===== src/hdl/rvv_cfg_pkg.sv =====
// Vector configuration types
package rvv_cfg_pkg;

  // Scalar register value, also used for AVL, vl and VLMAX
  typedef logic [31:0] xlen_t;

  // Element width, codes 3 to 7 are illegal
  typedef enum logic [2:0] {
    SEW8  = 3'd0,
    SEW16 = 3'd1,
    SEW32 = 3'd2
  } sew_e;

  // Register group multiplier, fractional settings use the upper codes
  typedef enum logic [2:0] {
    LMUL1     = 3'd0,
    LMUL2     = 3'd1,
    LMUL4     = 3'd2,
    LMUL8     = 3'd3,
    LMUL_RSVD = 3'd4,
    LMUL1_8   = 3'd5,
    LMUL1_4   = 3'd6,
    LMUL1_2   = 3'd7
  } lmul_e;

  // vtype CSR low byte
  typedef logic [7:0] vtype_t;

  localparam int VT_LMUL_LSB = 0;
  localparam int VT_SEW_LSB  = 3;
  localparam int VT_TA_BIT   = 6;
  localparam int VT_MA_BIT   = 7;

  // Recommended reset state, vill set and everything else cleared
  localparam xlen_t RST_VL   = '0;
  localparam sew_e  RST_SEW  = SEW8;
  localparam lmul_e RST_LMUL = LMUL1;
  localparam logic  RST_TA   = 1'b0;
  localparam logic  RST_MA   = 1'b0;
  localparam logic  RST_VILL = 1'b1;

endpackage


===== src/hdl/rvv_inst_pkg.sv =====
// Vector instruction and command formats
package rvv_inst_pkg;

  // Raw 32-bit instruction word
  typedef logic [31:0] inst_t;

  // Scalar register index
  typedef logic [4:0] reg_addr_t;

  // Field positions inside the instruction word
  localparam int RD_LSB     = 7;
  localparam int FUNCT3_LSB = 12;
  localparam int RS1_LSB    = 15;
  localparam int VTYPE_LSB  = 20;
  // Top of the vset* selector bits
  localparam int SEL_MSB    = 31;

  // funct3 major groups
  localparam logic [2:0] OPCFG = 3'b111;
  localparam logic [2:0] OPIVX = 3'b100;
  localparam logic [2:0] OPMVX = 3'b110;

  // Command word is instruction, rs1, vl, sew and lmul from msb to lsb
  localparam int CMD_W        = 32 + 32 + 32 + 3 + 3;
  localparam int CMD_LMUL_LSB = 0;
  localparam int CMD_SEW_LSB  = 3;
  localparam int CMD_VL_LSB   = 6;
  localparam int CMD_RS1_LSB  = 38;
  localparam int CMD_INST_LSB = 70;

  typedef logic [CMD_W-1:0] cmd_t;

endpackage


===== src/hdl/rvv_vtype_unit.sv =====
// Vector configuration unit
`timescale 1ns/1ns

module rvv_vtype_unit
  import rvv_cfg_pkg::*;
  import rvv_inst_pkg::*;
#(
  parameter int VLEN        = 128,
  parameter int REDUCE_LMUL = 1
) (
  input  logic  clk,
  input  logic  rstn,
  input  logic  slot_valid_i,
  input  inst_t inst_i,
  input  xlen_t rs1_data_i,
  input  xlen_t rs2_data_i,
  input  logic  rs1_valid_i,
  input  logic  rs2_valid_i,
  output logic  is_cfg_o,
  output xlen_t new_vl_o,
  output xlen_t vl_o,
  output sew_e  sew_o,
  output lmul_e lmul_o,
  output logic  ta_o,
  output logic  ma_o,
  output logic  vill_o
);

  xlen_t      vl_q;
  sew_e       sew_q;
  lmul_e      lmul_q;
  logic       ta_q;
  logic       ma_q;
  logic       vill_q;

  logic [2:0] funct3;
  reg_addr_t  rd_idx;
  reg_addr_t  rs1_idx;
  logic       is_vsetvli;
  logic       is_vsetivli;
  logic       is_vsetvl;
  vtype_t     vtype;
  sew_e       vt_sew;
  lmul_e      vt_lmul;
  logic       vt_vill;
  xlen_t      avl;
  xlen_t      vlmax;
  xlen_t      new_vl;
  lmul_e      cand;
  lmul_e      red_lmul;
  logic       found;

  // VLMAX = VLEN/8 * LMUL >> sew
  function automatic xlen_t calc_vlmax(sew_e sew, lmul_e lmul);
    xlen_t base;
    base = xlen_t'(VLEN / 8);
    case (lmul)
      LMUL1_8: base = base >> 3;
      LMUL1_4: base = base >> 2;
      LMUL1_2: base = base >> 1;
      LMUL2:   base = base << 1;
      LMUL4:   base = base << 2;
      LMUL8:   base = base << 3;
      LMUL_RSVD: base = '0;
      default: base = base;
    endcase
    return base >> sew;
  endfunction

  // Fractional LMUL may not go below SEW/32
  function automatic logic vtype_legal(sew_e sew, lmul_e lmul);
    logic ok;
    case (sew)
      SEW8:    ok = !(lmul inside {LMUL_RSVD, LMUL1_8});
      SEW16:   ok = !(lmul inside {LMUL_RSVD, LMUL1_8, LMUL1_4});
      SEW32:   ok = !(lmul inside {LMUL_RSVD, LMUL1_8, LMUL1_4, LMUL1_2});
      default: ok = 1'b0;
    endcase
    return ok;
  endfunction

  assign funct3      = inst_i[FUNCT3_LSB +: 3];
  assign rd_idx      = inst_i[RD_LSB +: 5];
  assign rs1_idx     = inst_i[RS1_LSB +: 5];
  assign is_vsetvli  = (inst_i[SEL_MSB] == 1'b0);
  assign is_vsetivli = (inst_i[SEL_MSB -: 2] == 2'b11);
  assign is_vsetvl   = (inst_i[SEL_MSB -: 7] == 7'b1000000);
  assign is_cfg_o    = (funct3 == OPCFG) && (is_vsetvli || is_vsetivli || is_vsetvl);

  // vsetvl takes vtype from rs2, the others from the immediate
  assign vtype   = is_vsetvl ? vtype_t'(rs2_data_i[7:0]) : inst_i[VTYPE_LSB +: 8];
  assign vt_sew  = sew_e'(vtype[VT_SEW_LSB +: 3]);
  assign vt_lmul = lmul_e'(vtype[VT_LMUL_LSB +: 3]);
  assign vt_vill = !vtype_legal(vt_sew, vt_lmul);
  assign vlmax   = calc_vlmax(vt_sew, vt_lmul);

  // AVL selection
  always_comb begin
    if (is_vsetivli) begin
      avl = xlen_t'(rs1_idx);
    end else if (rs1_idx != '0) begin
      avl = rs1_data_i;
    end else if (rd_idx != '0) begin
      avl = '1;
    end else begin
      avl = vl_q;
    end
  end

  assign new_vl   = vt_vill ? '0 : ((avl < vlmax) ? avl : vlmax);
  assign new_vl_o = new_vl;

  // Smallest legal LMUL that still holds vl, candidates in ascending order
  always_comb begin
    red_lmul = vt_lmul;
    found    = 1'b0;
    cand     = LMUL1_8;
    for (int k = 0; k < 7; k++) begin
      cand = lmul_e'(3'(k + 5));
      if (!found && vtype_legal(vt_sew, cand) && (calc_vlmax(vt_sew, cand) >= new_vl)) begin
        red_lmul = cand;
        found    = 1'b1;
      end
    end
  end

  always_ff @(posedge clk or negedge rstn) begin
    if (!rstn) begin
      vl_q   <= RST_VL;
      sew_q  <= RST_SEW;
      lmul_q <= RST_LMUL;
      ta_q   <= RST_TA;
      ma_q   <= RST_MA;
      vill_q <= RST_VILL;
    end else if (slot_valid_i && is_cfg_o) begin
      vl_q   <= new_vl;
      vill_q <= vt_vill;
      if (vt_vill) begin
        // Illegal vtype clears the remaining fields
        sew_q  <= RST_SEW;
        lmul_q <= RST_LMUL;
        ta_q   <= RST_TA;
        ma_q   <= RST_MA;
      end else begin
        sew_q  <= vt_sew;
        lmul_q <= (REDUCE_LMUL != 0) ? red_lmul : vt_lmul;
        ta_q   <= vtype[VT_TA_BIT];
        ma_q   <= vtype[VT_MA_BIT];
      end
    end
  end

  assign vl_o   = vl_q;
  assign sew_o  = sew_q;
  assign lmul_o = lmul_q;
  assign ta_o   = ta_q;
  assign ma_o   = ma_q;
  assign vill_o = vill_q;

  // Scalar operands must arrive with the held configuration instruction
  a_cfg_rs1: assert property (@(posedge clk) disable iff (!rstn)
    (slot_valid_i && is_cfg_o && !is_vsetivli && (rs1_idx != '0)) |-> rs1_valid_i);
  a_cfg_rs2: assert property (@(posedge clk) disable iff (!rstn)
    (slot_valid_i && is_cfg_o && is_vsetvl) |-> rs2_valid_i);

endmodule


===== src/hdl/rvv_dispatch_stage.sv =====
// Instruction dispatch stage
`timescale 1ns/1ns

module rvv_dispatch_stage
  import rvv_cfg_pkg::*;
  import rvv_inst_pkg::*;
#(
  parameter int VLEN        = 128,
  parameter int REDUCE_LMUL = 1,
  parameter int CMD_DEPTH   = 4,
  localparam int CNT_W      = $clog2(CMD_DEPTH + 1)
) (
  input  logic             clk,
  input  logic             rstn,
  input  logic             inst_valid_i,
  input  inst_t            inst_data_i,
  output logic             inst_ready_o,
  input  logic             rs1_valid_i,
  input  xlen_t            rs1_data_i,
  input  logic             rs2_valid_i,
  input  xlen_t            rs2_data_i,
  input  logic [CNT_W-1:0] fifo_count_i,
  output logic             push_o,
  output cmd_t             push_data_o,
  output logic             reg_write_valid_o,
  output reg_addr_t        reg_write_addr_o,
  output xlen_t            reg_write_data_o,
  output logic             trap_valid_o,
  output inst_t            trap_inst_o,
  output logic             config_valid_o,
  output xlen_t            cfg_vl_o,
  output sew_e             cfg_sew_o,
  output lmul_e            cfg_lmul_o,
  output logic             cfg_ta_o,
  output logic             cfg_ma_o,
  output logic             cfg_vill_o
);

  logic             slot_valid_q;
  inst_t            slot_inst_q;
  logic [CNT_W-1:0] free_slots;
  logic             is_cfg;
  xlen_t            new_vl;
  logic             needs_rs1;

  // Keep room in the FIFO for whatever is already in the slot
  assign free_slots   = CNT_W'(CMD_DEPTH) - fifo_count_i;
  assign inst_ready_o = (free_slots > CNT_W'(slot_valid_q));

  always_ff @(posedge clk or negedge rstn) begin
    if (!rstn) begin
      slot_valid_q <= 1'b0;
    end else begin
      slot_valid_q <= inst_valid_i && inst_ready_o;
    end
  end

  always_ff @(posedge clk) begin
    if (inst_valid_i && inst_ready_o) begin
      slot_inst_q <= inst_data_i;
    end
  end

  rvv_vtype_unit #(
    .VLEN        (VLEN),
    .REDUCE_LMUL (REDUCE_LMUL)
  ) vtype0 (
    .clk          (clk),
    .rstn         (rstn),
    .slot_valid_i (slot_valid_q),
    .inst_i       (slot_inst_q),
    .rs1_data_i   (rs1_data_i),
    .rs2_data_i   (rs2_data_i),
    .rs1_valid_i  (rs1_valid_i),
    .rs2_valid_i  (rs2_valid_i),
    .is_cfg_o     (is_cfg),
    .new_vl_o     (new_vl),
    .vl_o         (cfg_vl_o),
    .sew_o        (cfg_sew_o),
    .lmul_o       (cfg_lmul_o),
    .ta_o         (cfg_ta_o),
    .ma_o         (cfg_ma_o),
    .vill_o       (cfg_vill_o)
  );

  // Configuration results go back to rd
  assign reg_write_valid_o = slot_valid_q && is_cfg;
  assign reg_write_addr_o  = slot_inst_q[RD_LSB +: 5];
  assign reg_write_data_o  = new_vl;

  assign trap_valid_o   = slot_valid_q && !is_cfg && cfg_vill_o;
  assign trap_inst_o    = slot_inst_q;
  assign config_valid_o = !slot_valid_q;

  // Only the vector-scalar groups carry rs1
  assign needs_rs1 = (slot_inst_q[FUNCT3_LSB +: 3] == OPIVX) ||
                     (slot_inst_q[FUNCT3_LSB +: 3] == OPMVX);

  assign push_o = slot_valid_q && !is_cfg && !cfg_vill_o;

  always_comb begin
    push_data_o = '0;
    push_data_o[CMD_INST_LSB +: 32] = slot_inst_q;
    push_data_o[CMD_RS1_LSB +: 32]  = needs_rs1 ? rs1_data_i : '0;
    push_data_o[CMD_VL_LSB +: 32]   = cfg_vl_o;
    push_data_o[CMD_SEW_LSB +: 3]   = cfg_sew_o;
    push_data_o[CMD_LMUL_LSB +: 3]  = cfg_lmul_o;
  end

  a_vx_rs1: assert property (@(posedge clk) disable iff (!rstn)
    (slot_valid_q && needs_rs1) |-> rs1_valid_i);

endmodule


===== src/hdl/rvv_cmd_fifo.sv =====
// Vector command FIFO
`timescale 1ns/1ns

module rvv_cmd_fifo
  import rvv_cfg_pkg::*;
  import rvv_inst_pkg::*;
#(
  parameter int CMD_DEPTH = 4,
  localparam int CNT_W    = $clog2(CMD_DEPTH + 1),
  localparam int PTR_W    = (CMD_DEPTH > 1) ? $clog2(CMD_DEPTH) : 1
) (
  input  logic             clk,
  input  logic             rstn,
  input  logic             push_i,
  input  cmd_t             push_data_i,
  input  logic             cmd_ready_i,
  output logic [CNT_W-1:0] count_o,
  output logic             cmd_valid_o,
  output inst_t            cmd_inst_o,
  output xlen_t            cmd_rs1_o,
  output xlen_t            cmd_vl_o,
  output sew_e             cmd_sew_o,
  output lmul_e            cmd_lmul_o
);

  typedef logic [PTR_W-1:0] ptr_t;

  cmd_t             mem [CMD_DEPTH];
  ptr_t             wr_ptr_q;
  ptr_t             rd_ptr_q;
  logic [CNT_W-1:0] count_q;
  logic             pop;
  cmd_t             head;

  // Wrap explicitly so any depth works
  function automatic ptr_t next_ptr(ptr_t p);
    return (p == ptr_t'(CMD_DEPTH - 1)) ? '0 : p + 1'b1;
  endfunction

  assign pop = cmd_valid_o && cmd_ready_i;

  always_ff @(posedge clk or negedge rstn) begin
    if (!rstn) begin
      wr_ptr_q <= '0;
      rd_ptr_q <= '0;
      count_q  <= '0;
    end else begin
      if (push_i) begin
        wr_ptr_q <= next_ptr(wr_ptr_q);
      end
      if (pop) begin
        rd_ptr_q <= next_ptr(rd_ptr_q);
      end
      case ({push_i, pop})
        2'b10:   count_q <= count_q + 1'b1;
        2'b01:   count_q <= count_q - 1'b1;
        default: count_q <= count_q;
      endcase
    end
  end

  always_ff @(posedge clk) begin
    if (push_i) begin
      mem[wr_ptr_q] <= push_data_i;
    end
  end

  assign count_o     = count_q;
  assign cmd_valid_o = (count_q != '0);
  assign head        = mem[rd_ptr_q];
  assign cmd_inst_o  = head[CMD_INST_LSB +: 32];
  assign cmd_rs1_o   = head[CMD_RS1_LSB +: 32];
  assign cmd_vl_o    = head[CMD_VL_LSB +: 32];
  assign cmd_sew_o   = sew_e'(head[CMD_SEW_LSB +: 3]);
  assign cmd_lmul_o  = lmul_e'(head[CMD_LMUL_LSB +: 3]);

  // Dispatch ready logic must never let the buffer overflow
  a_no_overflow: assert property (@(posedge clk) disable iff (!rstn)
    push_i |-> (count_q != CNT_W'(CMD_DEPTH)));

endmodule


===== src/hdl/rvv_front_end.sv =====
// Vector configuration front end
`timescale 1ns/1ns

module rvv_front_end
  import rvv_cfg_pkg::*;
  import rvv_inst_pkg::*;
#(
  parameter int VLEN        = 128,
  parameter int REDUCE_LMUL = 1,
  parameter int CMD_DEPTH   = 4
) (
  input  logic      clk,
  input  logic      rstn,
  input  logic      inst_valid_i,
  input  inst_t     inst_data_i,
  output logic      inst_ready_o,
  input  logic      rs1_valid_i,
  input  xlen_t     rs1_data_i,
  input  logic      rs2_valid_i,
  input  xlen_t     rs2_data_i,
  output logic      reg_write_valid_o,
  output reg_addr_t reg_write_addr_o,
  output xlen_t     reg_write_data_o,
  output logic      trap_valid_o,
  output inst_t     trap_inst_o,
  output logic      config_valid_o,
  output xlen_t     cfg_vl_o,
  output sew_e      cfg_sew_o,
  output lmul_e     cfg_lmul_o,
  output logic      cfg_ta_o,
  output logic      cfg_ma_o,
  output logic      cfg_vill_o,
  output logic      cmd_valid_o,
  output inst_t     cmd_inst_o,
  output xlen_t     cmd_rs1_o,
  output xlen_t     cmd_vl_o,
  output sew_e      cmd_sew_o,
  output lmul_e     cmd_lmul_o,
  input  logic      cmd_ready_i
);

  localparam int CNT_W = $clog2(CMD_DEPTH + 1);

  logic             push;
  cmd_t             push_data;
  logic [CNT_W-1:0] fifo_count;

  rvv_dispatch_stage #(
    .VLEN        (VLEN),
    .REDUCE_LMUL (REDUCE_LMUL),
    .CMD_DEPTH   (CMD_DEPTH)
  ) dispatch0 (
    .clk               (clk),
    .rstn              (rstn),
    .inst_valid_i      (inst_valid_i),
    .inst_data_i       (inst_data_i),
    .inst_ready_o      (inst_ready_o),
    .rs1_valid_i       (rs1_valid_i),
    .rs1_data_i        (rs1_data_i),
    .rs2_valid_i       (rs2_valid_i),
    .rs2_data_i        (rs2_data_i),
    .fifo_count_i      (fifo_count),
    .push_o            (push),
    .push_data_o       (push_data),
    .reg_write_valid_o (reg_write_valid_o),
    .reg_write_addr_o  (reg_write_addr_o),
    .reg_write_data_o  (reg_write_data_o),
    .trap_valid_o      (trap_valid_o),
    .trap_inst_o       (trap_inst_o),
    .config_valid_o    (config_valid_o),
    .cfg_vl_o          (cfg_vl_o),
    .cfg_sew_o         (cfg_sew_o),
    .cfg_lmul_o        (cfg_lmul_o),
    .cfg_ta_o          (cfg_ta_o),
    .cfg_ma_o          (cfg_ma_o),
    .cfg_vill_o        (cfg_vill_o)
  );

  rvv_cmd_fifo #(
    .CMD_DEPTH (CMD_DEPTH)
  ) fifo0 (
    .clk         (clk),
    .rstn        (rstn),
    .push_i      (push),
    .push_data_i (push_data),
    .cmd_ready_i (cmd_ready_i),
    .count_o     (fifo_count),
    .cmd_valid_o (cmd_valid_o),
    .cmd_inst_o  (cmd_inst_o),
    .cmd_rs1_o   (cmd_rs1_o),
    .cmd_vl_o    (cmd_vl_o),
    .cmd_sew_o   (cmd_sew_o),
    .cmd_lmul_o  (cmd_lmul_o)
  );

endmodule


===== config.mk =====
export PLATFORM = sky130hd
export DESIGN_NAME = rvv_front_end
export DESIGN_NICKNAME = d
export VERILOG_FILES = /design/src/hdl/rvv_cfg_pkg.sv /design/src/hdl/rvv_inst_pkg.sv /design/src/hdl/rvv_vtype_unit.sv /design/src/hdl/rvv_dispatch_stage.sv /design/src/hdl/rvv_cmd_fifo.sv /design/src/hdl/rvv_front_end.sv
export SDC_FILE = /design/constraint.sdc
export NUM_CORES = 1
export LEC_CHECK = 0
export BUFFER_PORTS_ARGS = -buffer_cell sky130_fd_sc_hd__buf_4
export CORE_UTILIZATION = 40
export DETAILED_ROUTE_END_ITERATION = 10
export PLACE_DENSITY = 0.56
export SLEW_MARGIN = 5
export SYNTH_ARGS = -nofsm -noshare
export SYNTH_HDL_FRONTEND = slang
export SYNTH_HIERARCHICAL = 1
export SYNTH_SLANG_ARGS = --single-unit

===== constraint.sdc =====
create_clock -name clk -period 8.1 [get_ports clk]
set_clock_uncertainty 0.05 [all_clocks]
set_input_delay 1.215 -clock clk [delete_from_list [all_inputs] [get_ports clk]]
set_output_delay 1.215 -clock clk [all_outputs]
set_load 0.1 [all_outputs]

* After elaboration in Yosys (flattened, before gate mapping)
Memories as Yosys holds them, arrays and structs flattened.
Index checks and enable logic that the tools add are counted.
** Cells by class
- Bitwise logic cells :: 1
- Multipliers :: 0
- Shift-type cells :: 7
- Equal/unequal tests :: 18
- Reductions and logical operators :: 43
- $add $sub $neg :: 5
- Mux-type cells :: 32
- $lt $le $gt $ge :: 8
- Div/mod/pow operators :: 0
** Operators by type and width (number)
- 32-bit greater-or-equal comparator :: 6
- 32-bit two-way mux :: 6
- 8-bit case mux with 7 select lines :: 1
- 32-bit less-than comparator :: 1
- 3-bit by 3-bit right shift with 32-bit output, first input constant :: 1
- 32-bit by 3-bit right shift with 32-bit output :: 1
- 4-bit by 3-bit right shift with 32-bit output, first input constant :: 1
- 5-bit by 3-bit right shift with 32-bit output, first input constant :: 1
- 6-bit by 3-bit right shift with 32-bit output, first input constant :: 1
- 7-bit by 3-bit right shift with 32-bit output, first input constant :: 1
- 8-bit by 3-bit right shift with 32-bit output, first input constant :: 1
- 3-bit two-way mux :: 8
- 3-bit == test, second input constant :: 7
- 1-bit logical AND :: 18
- 1-bit zero test :: 12
- 1-bit two-way mux :: 12
- 5-bit nonzero test :: 2
- 3-bit by 2-bit == test with 1-bit output, second input constant :: 3
- 2-bit == test, second input constant :: 4
- 8-bit two-way mux :: 1
- 7-bit == test, second input constant :: 1
- 3-bit by 1-bit == test with 1-bit output, second input constant :: 2
- 3-bit case mux with 2 select lines :: 1
- 3-bit nonzero test :: 2
- other kinds (15) :: 20
** Word-level totals
- Word-level logic and storage cells :: 126
- ROM bits :: 0
- Memories kept :: 1
- Flip-flop bits (word level) :: 81
- Latch bits :: 0
- Bits in writable memories :: 408
** Memories
- fifo0.mem :: depth 4, width 102, read ports 1, clocked after Yosys merged registers in 0, wr ports 1, line rvv_cmd_fifo.sv:28 : cmd_t mem [CMD_DEPTH];

* Logic depth before layout (Yosys ltp)
Gate-level depths: netlist (run 1).
- Depth in word-level cells :: 32
- Gate-level depth with buffers :: 30
- Depth with buffers taken out :: 28

* Hierarchy
Netlist (run 1), hierarchy kept.
** By module, submodules not included
- rvv_cmd_fifo :: area an instance 15194.6 um^2, cells an instance 572, times used 1, sequential area each 12426.9 um^2
- rvv_vtype_unit :: area an instance 3873.7 um^2, cells an instance 469, times used 1, sequential area each 1027.2 um^2
- rvv_dispatch_stage :: area an instance 1861.8 um^2, cells an instance 156, times used 1, sequential area each 985.9 um^2

* Worst setup path after synthesis (run 1)
OpenSTA, ideal clock, no wires.
- Kind :: input port to flip-flop
- From :: input rs2_data_i[3]
- To :: register dispatch0.vtype0.lmul_q[0], in the netlist dispatch0/vtype0/lmul_o[0]
- Stages on the path :: 26
- Buffers on the path :: 2
- Setup time :: 0.123 ns
- Slack :: -0.113 ns
- Arrival :: 8.040 ns
- Cell sequence :: clkbuf_1 -> and3b_1 -> a21o_1 -> mux4_2 -> nand2_1 -> and2_1 -> ha_1 -> a21oi_1 -> a21oi_1 -> a211oi_1 -> o211ai_1 -> a211oi_4 -> clkbuf_1 -> nand2_1 -> a21oi_1 -> inv_1 -> ha_1 -> a21o_1 -> a21o_1 -> a21oi_1 -> nor2b_1 -> o21ai_0 -> a211oi_1 -> or4_1 -> or3b_1 -> a32o_1
** Between the ends
- Cells in the longest elaborated chain, start to end :: 29
- Elaborated cells on any way between the ends :: 54
** Ends and longest elaborated chain
- start, declared :: line rvv_front_end.sv:20 : input xlen_t rs2_data_i,
- 8-bit two-way mux * :: line rvv_vtype_unit.sv:91 : assign vtype = is_vsetvl ? vtype_t'(rs2_data_i[7:0]) : inst_i[VTYPE_LSB +: 8];
- 32-bit by 3-bit right shift with 32-bit output :: line rvv_vtype_unit.sv:67 : return base >> sew;
- 32-bit less-than comparator :: line rvv_vtype_unit.sv:110 : assign new_vl = vt_vill ? '0 : ((avl < vlmax) ? avl : vlmax);
- 32-bit two-way mux :: line rvv_vtype_unit.sv:110
- 32-bit two-way mux * :: line rvv_vtype_unit.sv:110
- net reg_write_data_o[1] :: line rvv_front_end.sv:23 : output xlen_t reg_write_data_o,
- 32-bit greater-or-equal comparator :: line rvv_vtype_unit.sv:120 : if (!found && vtype_legal(vt_sew, cand) && (calc_vlmax(vt_sew, cand) >= new_vl)) begin
- 1-bit logical AND :: line rvv_vtype_unit.sv:120
- (+12 left out)
- 1-bit two-way mux :: line rvv_vtype_unit.sv:120
- 1-bit zero test :: line rvv_vtype_unit.sv:120
- 1-bit logical AND (2 in series) :: line rvv_vtype_unit.sv:120
- 1-bit two-way mux :: line rvv_vtype_unit.sv:120
- 1-bit zero test :: line rvv_vtype_unit.sv:120
- 1-bit logical AND (2 in series) :: line rvv_vtype_unit.sv:120
- 3-bit two-way mux * :: line rvv_vtype_unit.sv:120
- 3-bit two-way mux * :: line rvv_vtype_unit.sv:138 : if (vt_vill) begin
- end signal, assigned :: line rvv_vtype_unit.sv:146 : lmul_q <= (REDUCE_LMUL != 0) ? red_lmul : vt_lmul;
- end, declared :: line rvv_vtype_unit.sv:31 : lmul_e lmul_q;
Mark *: on every way through the listed nets, which the timed path passes. The rest lies on a longest branch.
A chain may end at the register's enable or synchronous reset.

* Worst setup path in the final report (run 1)
- From :: register dispatch0.slot_inst_q[26], in the netlist dispatch0/trap_inst_o[26]
- To :: register dispatch0.vtype0.lmul_q[0], in the netlist dispatch0/vtype0/lmul_o[0]
** Between the ends
- Cells in the longest elaborated chain, start to end :: 32
- Elaborated cells on any way between the ends :: 72
** Ends and longest elaborated chain
- start, declared :: line rvv_dispatch_stage.sv:40 : inst_t slot_inst_q;
- start signal, assigned :: line rvv_dispatch_stage.sv:60 : slot_inst_q <= inst_data_i;
- 7-bit == test * :: line rvv_vtype_unit.sv:87 : assign is_vsetvl = (inst_i[SEL_MSB -: 7] == 7'b1000000);
- 8-bit two-way mux :: line rvv_vtype_unit.sv:91
- 3-bit == test (tied with other cells)
- 8-bit case mux with 7 select lines :: line rvv_vtype_unit.sv:57 : case (lmul)
- 32-bit by 3-bit right shift with 32-bit output :: line rvv_vtype_unit.sv:67
- 32-bit less-than comparator :: line rvv_vtype_unit.sv:110
- 32-bit two-way mux (2 in series) :: line rvv_vtype_unit.sv:110
- 32-bit greater-or-equal comparator :: line rvv_vtype_unit.sv:120
- (+13 left out)
- 1-bit two-way mux :: line rvv_vtype_unit.sv:120
- 1-bit zero test :: line rvv_vtype_unit.sv:120
- 1-bit logical AND (2 in series) :: line rvv_vtype_unit.sv:120
- 1-bit two-way mux :: line rvv_vtype_unit.sv:120
- 1-bit zero test :: line rvv_vtype_unit.sv:120
- 1-bit logical AND (2 in series) :: line rvv_vtype_unit.sv:120
- 3-bit two-way mux :: line rvv_vtype_unit.sv:120
- 3-bit two-way mux :: line rvv_vtype_unit.sv:138
Every way passes the cells marked *; elsewhere a longest branch is shown, timed or not.

==> results.md, run 1 <==
Route:
- The total number of vias is 11000.
- The pre-antenna-repair detailed-routing pass consisted of 5 iterations.
- For this run, design rule violations remaining after detail routing come to 0.
- In this run the remaining antenna-violating nets after routing total 0.
- The sum of routed wire length over all layers is between 40000 and 50000 um.
- The average wire length per cell after detail routing is between 20 and 25 um.
- The initial DRC count is between 600 and 700.
- The routed via count divided by cell count is 5.15.

Layout:
- The post-route netlist has between 30% and 40% of its cells at a drive strength greater than 1.
- The final core utilization is around 48%.
- From synthesis to final layout, the design area changed by 17.9%.
- Leaving out fill and tap cells, the most frequent cell in the layout is sky130_fd_sc_hd__edfxtp_1.
- For this run, the post-layout net count is roughly 1600.
- Leaving out fill and tap cells, the most frequent cells in the layout are sky130_fd_sc_hd__edfxtp_1 (440), sky130_fd_sc_hd__buf_4 (282), sky130_fd_sc_hd__mux4_2 (103).
- The filler-free cell count of the finished design is ~2100.
- The final antenna diode count is 0.

Run:
- Max-cap violations in this run came to 0.

STA:
- Based on the critical path, the design can be clocked at up to approximately 140 MHz.
- The tightest hold path in the finished design has a slack of ~0.43 ns.
- At the pin with the least slew margin, the transition time is between 1 and 1.5 ns.
- The number of hold violations in the final report is 0.
- The final count of negative-setup-slack endpoints is 0.
- The relative slew slack is 26.1%.
- Setup repair after global routing left no endpoint under its margin.
- Of the available clock period, the critical path in the final layout requires 89.3%.
- The number of pins exceeding their max-slew limit in the final report was 0.
- The setup TNS is 0 ns.
- Subtracting the final worst setup slack from the clock period gives approximately 7.2 ns.

Die:
- Once the floorplan was initialized, standard cells occupied ~41% of the core.
- The standard cell core area is just over 0.05 mm2.
- After floorplanning, the core was divided into 83 placement rows.
- The die covers ~0.053 mm2.
- The die height is approximately 230 um.
- The floorplan step set the die width to about 230 um.
- The total I/O pin count is roughly 320.

Clocking:
- The clock-pin transition on the worst setup and hold timing paths is 0.07 ns.
- The root buffer cell is sky130_fd_sc_hd__clkbuf_16.
- In this run, post-CTS hold repair placed 0 buffers.
- The clock insertion delay at the later pin of the skew report is 0.58 ns.
- The number of buffers on the longest clock path is 3.
- The CTS sink count is between 400 and 500.
- The quantity of gates resized following cts is 0.
- In this run, CTS created clock tree buffers numbering 53.
- The CTS tree is yes.
- In this run the post-CTS setup repair buffer count came out at 0.
- The number of levels the H-tree was split into is 2.

Synthesis:
- Sorting the synthesized cells by area gives the leading types as sky130_fd_sc_hd__edfxtp_1 (63%), sky130_fd_sc_hd__mux4_2 (11%), sky130_fd_sc_hd__dfrtp_1 (5.7%).
- Counting every instance in the synthesized netlist gives around 1200.
- The Yosys step of the flow raised 6 warnings.
- The fraction of synthesized cell area taken by the top area cell type is between 60% and 70%.
- The largest total area in the synthesized netlist belongs to sky130_fd_sc_hd__edfxtp_1.
- The main flop type after synthesis is sky130_fd_sc_hd__edfxtp_1.
- The async set-or-reset flop fraction in the synthesized netlist is ~10%.
- After synthesis the cells add up to between 0.02 and 0.025 mm2.
- Synthesis inferred 489 register bits.
- Counting flops with a built-in enable in the synthesized netlist gives 440.
- Counting distinct cell types in the post-synthesis netlist gives approximately 70.
- A synthesized cell averages around 17 um2.
- The sequential share of the synthesized area is 69.0%.

Global routing:
- Summed over all layers, the global routing overflow is 0.
- The number of antenna violations at the first check in global routing is 0.
- The largest net degree at the start of global routing is 94.
- The overall fraction of global-route tracks in use is 18.2%.
- The via count of the first global-routing pass came to 11100.
- The wire length of the first global-routing pass is approximately 72000 um.

Setup path:
- The slack of the worst reg-to-reg path is 0.87 ns.
- STA classifies the critical path endpoint as a flop.
- The required time of the critical path is ~8.5 ns.
- By startpoint and endpoint, the worst setup path is classified as flop to flop.
- The arrival time reported for the critical path endpoint is 7.65 ns.
- The largest stage delay on the critical path is 0.69 ns.
- Among the stages of the critical path, the cell type that occurs most often is sky130_fd_sc_hd__a21o_1.
- STA classifies the critical path startpoint as a flop.
- The worst-path maximum fanout is 19.
- For this design, the slowest cell found on the critical path is sky130_fd_sc_hd__or4_1.

Placement:
- The last weighted congestion value of the routability-driven placer is 0.821.
- The post-placement cell count is just over 2000.
- Buffers placed on the I/O ports in this run total 268.
- Once detailed placement completed, the half-perimeter wirelength came to roughly 30000 um.

Hold path:
- The path category of the worst min-delay check is flop to flop.

Run status:
- The run finished with clean final reports.
## cell usage after synthesis (3+ instances only)
library cell and count:
sky130_fd_sc_hd__a211o_1 3, sky130_fd_sc_hd__a211oi_1 4, sky130_fd_sc_hd__a21o_1 17, sky130_fd_sc_hd__a21oi_1 27
sky130_fd_sc_hd__and2_1 67, sky130_fd_sc_hd__and3_1 4, sky130_fd_sc_hd__buf_1 4, sky130_fd_sc_hd__buf_12 6
sky130_fd_sc_hd__buf_2 10, sky130_fd_sc_hd__buf_4 103, sky130_fd_sc_hd__clkbuf_1 18, sky130_fd_sc_hd__clkbuf_2 3
sky130_fd_sc_hd__dfrtp_1 48, sky130_fd_sc_hd__edfxtp_1 440, sky130_fd_sc_hd__ha_1 48, sky130_fd_sc_hd__inv_1 26
sky130_fd_sc_hd__mux2_2 6, sky130_fd_sc_hd__mux2i_1 12, sky130_fd_sc_hd__mux4_2 103, sky130_fd_sc_hd__nand2_1 43
sky130_fd_sc_hd__nand2b_1 18, sky130_fd_sc_hd__nand3_1 10, sky130_fd_sc_hd__nand4_1 4, sky130_fd_sc_hd__nor2_1 35
sky130_fd_sc_hd__nor2b_1 9, sky130_fd_sc_hd__nor3_1 7, sky130_fd_sc_hd__nor4_1 12, sky130_fd_sc_hd__o21ai_0 30
sky130_fd_sc_hd__o22ai_1 10, sky130_fd_sc_hd__o31ai_1 9, sky130_fd_sc_hd__or3_1 6, sky130_fd_sc_hd__or4_1 3
sky130_fd_sc_hd__xnor2_1 3, sky130_fd_sc_hd__xor2_1 4
## stage by stage
step	area, um2	worst slack, ns
after global placement	22900	0.974
after CTS	24700	0.920
after detailed placement	22900	0.966
final	24700	0.866
after floorplan	21000	0.0962
after global routing	24700	0.299
## area by class of cell
type	count	area, um2
clock inverters	27	236
inverters	27	101
fillers	4481	26800
clock buffers	71	1490
well taps	680	851
flip-flops and latches	489	14400
multi-input cells	557	5410
repair buffers	283	2140
## logic make-up (layout without fill, tap and decap cells)
| logic type | Yosys count | after routing | share of synthesized area [%] |
|---|---|---|---|
| xor+xnor | 7 | 7 | 0.293 |
| mux | 121 | 121 | 12.0 |
| buf+inv | 174 | 408 | 5.64 |
| fa+ha+maj | 49 | 49 | 2.97 |
| flops | 489 | 489 | 69.0 |
| other cells | 1 | 24 | 0.0179 |
| simple gates | 233 | 233 | 6.15 |
| compound gates | 123 | 123 | 3.97 |
## worst max-delay path: cells and delay by family (launching register included)
kind	cells	cell delay, ns
and+or+nand+nor	9	2.22
adders and majority gates	2	0.62
buffers and inverters	3	0.50
muxes	2	0.70
AOI/OAI and AO/OA	12	2.52
DFF	1	0.50
## path summary, 6_finish.rpt
path	startpoint	end	cells past startpoint
min in group asynchronous	rstn	dispatch0/vtype0/vl_o[2]	1
worst min-delay path	dispatch0/vtype0/vill_o	dispatch0/vtype0/vill_o	2
max in group asynchronous	rstn	fifo0/rd_ptr_q[0]	1
worst min register to register	dispatch0/vtype0/vill_o	dispatch0/vtype0/vill_o	2
worst max-delay path	dispatch0/trap_inst_o[26]	dispatch0/vtype0/lmul_o[0]	28
worst max register to register	dispatch0/trap_inst_o[26]	dispatch0/vtype0/lmul_o[0]	28
## routing by layer
| metal | wire length (um) | vias up | track usage [%] |
|---|---|---|---|
| li1 | - | 4994 | - |
| met1 | 21700 | 5647 | 25.3 |
| met2 | 23200 | 288 | 29.4 |
| met3 | 2390 | 71 | 3.59 |
| met4 | 915 | 0 | 4.47 |
| met5 | 0 | - | 0 |
## flip-flops by register name (all words and copies together), names as in the netlist
name / cells
dispatch0/slot_valid_q: 1
dispatch0/trap_inst_o: 32
dispatch0/vtype0/lmul_o: 3
dispatch0/vtype0/ma_o: 1
dispatch0/vtype0/sew_o: 3
dispatch0/vtype0/ta_o: 1
dispatch0/vtype0/vill_o: 1
dispatch0/vtype0/vl_o: 32
fifo0/count_o: 3
fifo0/mem: 408
fifo0/rd_ptr_q: 2
fifo0/wr_ptr_q: 2
Power of run 1 is not shown: default switching activity piles up to over one toggle a cycle in this logic, so the estimate is an artifact.
==> inputs of run 2 (changes only) <==
--- a/config.mk
+++ b/config.mk
@@ -6,9 +6,9 @@
 export NUM_CORES = 1
 export LEC_CHECK = 0
 export BUFFER_PORTS_ARGS = -buffer_cell sky130_fd_sc_hd__buf_4
-export CORE_UTILIZATION = 40
+export CORE_UTILIZATION = 57
 export DETAILED_ROUTE_END_ITERATION = 10
-export PLACE_DENSITY = 0.56
+export PLACE_DENSITY = 0.89
 export SLEW_MARGIN = 5
 export SYNTH_ARGS = -nofsm -noshare
 export SYNTH_HDL_FRONTEND = slang
==> run 2 against run 1 <==
Effect of this change: die area is 30% lower; via count is 2.3% higher; sequential cell count stayed put; worst setup slack better by 0.056 ns; global-route usage is 6.5 points higher; fmax is 0.78% higher; register-to-register slack better by 0.06 ns; largest cell class unchanged; worst hold slack better by 0.0082 ns; non-clock buffer count is 3 lower; utilization is 20 points higher; critical path depth is 2 lower.
==> results.md, run 2 (same netlist as run 1, synthesis figures left out) <==
Setup path:
- STA classifies the critical path startpoint as a flop.
- The worst path buffer plus inverter count is 2 (-1).
- The endpoint identified for the worst register-to-register timing path is dispatch0/vtype0/lmul_o[0].
- The depth of the worst register-to-register path came to 26 (-7.1%).
- The worst-path maximum fanout was 24 (+5).
- The startpoint identified for the worst register-to-register timing path is dispatch0/trap_inst_o[26].
- The category of cells accounting for the largest share of critical-path delay is simple AND/OR/NAND/NOR gates.
- In this design, the critical path's most frequently occurring cell is sky130_fd_sc_hd__a21oi_1.
- The required time of the critical path was 8.48 ns (-0.03 ns).
- The worst setup path is captured at a flop.
- The standard cell with the maximum stage delay on the critical path is sky130_fd_sc_hd__or4_1.
- The arrival time reported for the critical path endpoint was 7.56 ns (-0.09 ns).
- The slack of the worst reg-to-reg path came to 0.92 ns (+0.06 ns).
- The critical setup path kind is flop to flop.
- The largest stage delay on the critical path was 0.67 ns (-0.02 ns).

Route:
- The routed via count divided by cell count is 5.91 (+15%).
- The sum of routed wire length over all layers is 45900 um (-4.8%).
- The remaining antenna violation count after routing is 0 (unchanged).
- The total number of vias was 11200 (+2.3%).
- The initial DRC count is 983 (+60%).
- The total iterations of the first detailed-routing run is 7 (+2).
- The average wire length per cell after detail routing is 24.1 um (+6.9%).
- The final routed DRC violation total came to 0 (unchanged).

Run status:
- The flow ran to the end, and the final reports show no timing, DRC or antenna violations.

STA:
- The setup TNS is 0 ns (unchanged).
- The maximum operating frequency was 139 MHz (+0.78%).
- The relative slew slack was 29.7% (+3.6 points).
- The shortest clock period the worst path allows after layout was 7.18 ns (-0.0557 ns).
- The final count of negative-setup-slack endpoints was 0 (unchanged).
- The transition at the pin with the smallest max-transition slack is 1.05 ns (-0.0542 ns).
- The post-route fraction of the period consumed by the critical path is 88.6% (-0.69 points).
- Setup repair after global routing left no endpoint under its margin.
- The number of pins exceeding their max-slew limit in the final report is 0 (unchanged).
- The number of hold violations in the final report is 0 (unchanged).

Die:
- The initial core utilization is 58.4% (+18 points).
- The die height is 194 um (-16%).
- The number of placement rows is 69 (-17%).
- The area of the die was 0.0375 mm2 (-30%).
- The standard cell core area is 0.0358 mm2 (-30%).
- The horizontal die dimension is 194 um (-16%).
- The total I/O pin count is 319 (unchanged).

Clocking:
- The number of levels the H-tree was split into is 2 (unchanged).
- The number of buffers on the longest clock path was 3 (unchanged).
- The root buffer cell is sky130_fd_sc_hd__clkbuf_16.
- The CTS buffer count is 48 (-9.4%).
- The quantity of gates resized following cts is 0 (unchanged).
- The setup fix buffers added after clock tree synthesis came to 0 (unchanged).
- The clock insertion delay at the later pin of the skew report is 0.54 ns (-0.04 ns).
- The CTS tree is yes.
- The CTS sink count is 489 (unchanged).
- The clock-pin transition on the worst setup and hold timing paths is 0.06 ns (about the same).
- The hold buffer count at cts was 0 (unchanged).

Global routing:
- The number of antenna violations at the first check in global routing is 1 (+1).
- The via count of the first global-routing pass is 11300 (+2.6%).
- The remaining global-route overflow is 0 (unchanged).
- The largest net degree at the start of global routing is 64 (-32%).
- The wire length of the first global-routing pass is 69400 um (-2.9%).
- The overall fraction of global-route tracks in use was 24.6% (+6.5 points).

Placement:
- The estimated wirelength of the detail-placed design is 28900 um (-3.9%).
- The last weighted congestion value of the routability-driven placer is 0.876 (+6.7%).
- The count of buffers inserted at the top-level ports is 268 (unchanged).

Layout:
- The share of cells above drive strength 1 is 33.5% (-0.16 points).
- From synthesis to final layout, the design area changed by 16.0%.
- The number of nets in the layout came to 1554 (-0.51%).
- Ranked by flip-flop count, first place goes to fifo0/mem.
- Leaving out fill and tap cells, the most frequent cell in the layout is sky130_fd_sc_hd__edfxtp_1.
- The number of flip-flops under the largest register name came to 408 (unchanged).
- Leaving out fill and tap cells, the most frequent cells in the layout are sky130_fd_sc_hd__edfxtp_1 (440), sky130_fd_sc_hd__buf_4 (280), sky130_fd_sc_hd__mux4_2 (103).
- The number of inserted filler cells in the final layout is 2272 (-49%).

Hold path:
- In this run the most critical hold path is launched from dispatch0/vtype0/vill_o.
- In this run the worst hold path is classified as flop to flop.
- The terminating pin of the worst hold path is dispatch0/vtype0/vill_o.
- The number of instances on the worst hold path was 2 (unchanged).

Run:
- The total of max-cap violations is 0 (unchanged).
## run 2: cell count changes in the layout (fill, tap and decap cells not counted), sizes merged
cell,delta
clkinv,-1
clkbuf,-11
clkinvlp,-3
diode,+1
bufinv,+4
buf,-3
## run 2: area by class of cell
| cell class | count | area, um2 | area share [%] |
|---|---|---|---|
| antenna | 1 | 2.50 | 0.0103 |
| clock inverter | 27 | 333 | 1.37 |
| tap | 461 | 577 | 2.38 |
| inverter | 27 | 101 | 0.417 |
| clock buffer | 60 | 1310 | 5.38 |
| multi-input combinational | 557 | 5410 | 22.3 |
| sequential | 489 | 14400 | 59.5 |
| timing repair buffer | 280 | 2100 | 8.66 |
## run 2: worst min-delay path, stage by stage (launching register included)
cell,delay (ns)
sky130_fd_sc_hd__dfstp_2,0.39
sky130_fd_sc_hd__inv_1,0.05
sky130_fd_sc_hd__a21oi_1,0.05
## run 2: worst max path at each step
stage | start | end | slack (ns) | cells after the start
2_1_floorplan | rs2_data_i[3] | dispatch0/vtype0/lmul_o[0] | 0.1 | 26
3_5_place_dp | dispatch0/trap_inst_o[26] | dispatch0/vtype0/lmul_o[0] | 0.97 | 26
6_report | dispatch0/trap_inst_o[26] | dispatch0/vtype0/lmul_o[0] | 0.92 | 26
5_1_grt | dispatch0/trap_inst_o[26] | dispatch0/vtype0/lmul_o[0] | 0.50 | 26
4_1_cts | dispatch0/trap_inst_o[26] | dispatch0/vtype0/lmul_o[0] | 0.97 | 26
3_3_place_gp | dispatch0/trap_inst_o[26] | dispatch0/vtype0/lmul_o[0] | 1.03 | 26
## run 2: routing by layer
layer | GRT usage (%) | share of wire, % | routed length, um
met1 | 33.2 | 40 | 18300
met2 | 40.9 | 50 | 22800
met3 | 4.70 | 7.7 | 3560
met4 | 7.82 | 2.7 | 1250
met5 | 0 | 0 | 0
## run 2: stage by stage
step / hold slack, ns / worst slack (ns) / util [%] / instances / instance area (um2)
global placement: 0.415 / 1.03 / 63.2 / 1814 / 22600
detailed placement: 0.423 / 0.970 / 63.2 / 1814 / 22600
global route: 0.464 / 0.503 / 67.8 / 1902 / 24300
floorplan: 0.425 / 0.0962 / - / 1220 / 21000
CTS: 0.436 / 0.966 / 67.8 / 1901 / 24300
finish: 0.440 / 0.921 / 67.8 / 1902 / 24300
Power of run 2 is left out for the same reason.
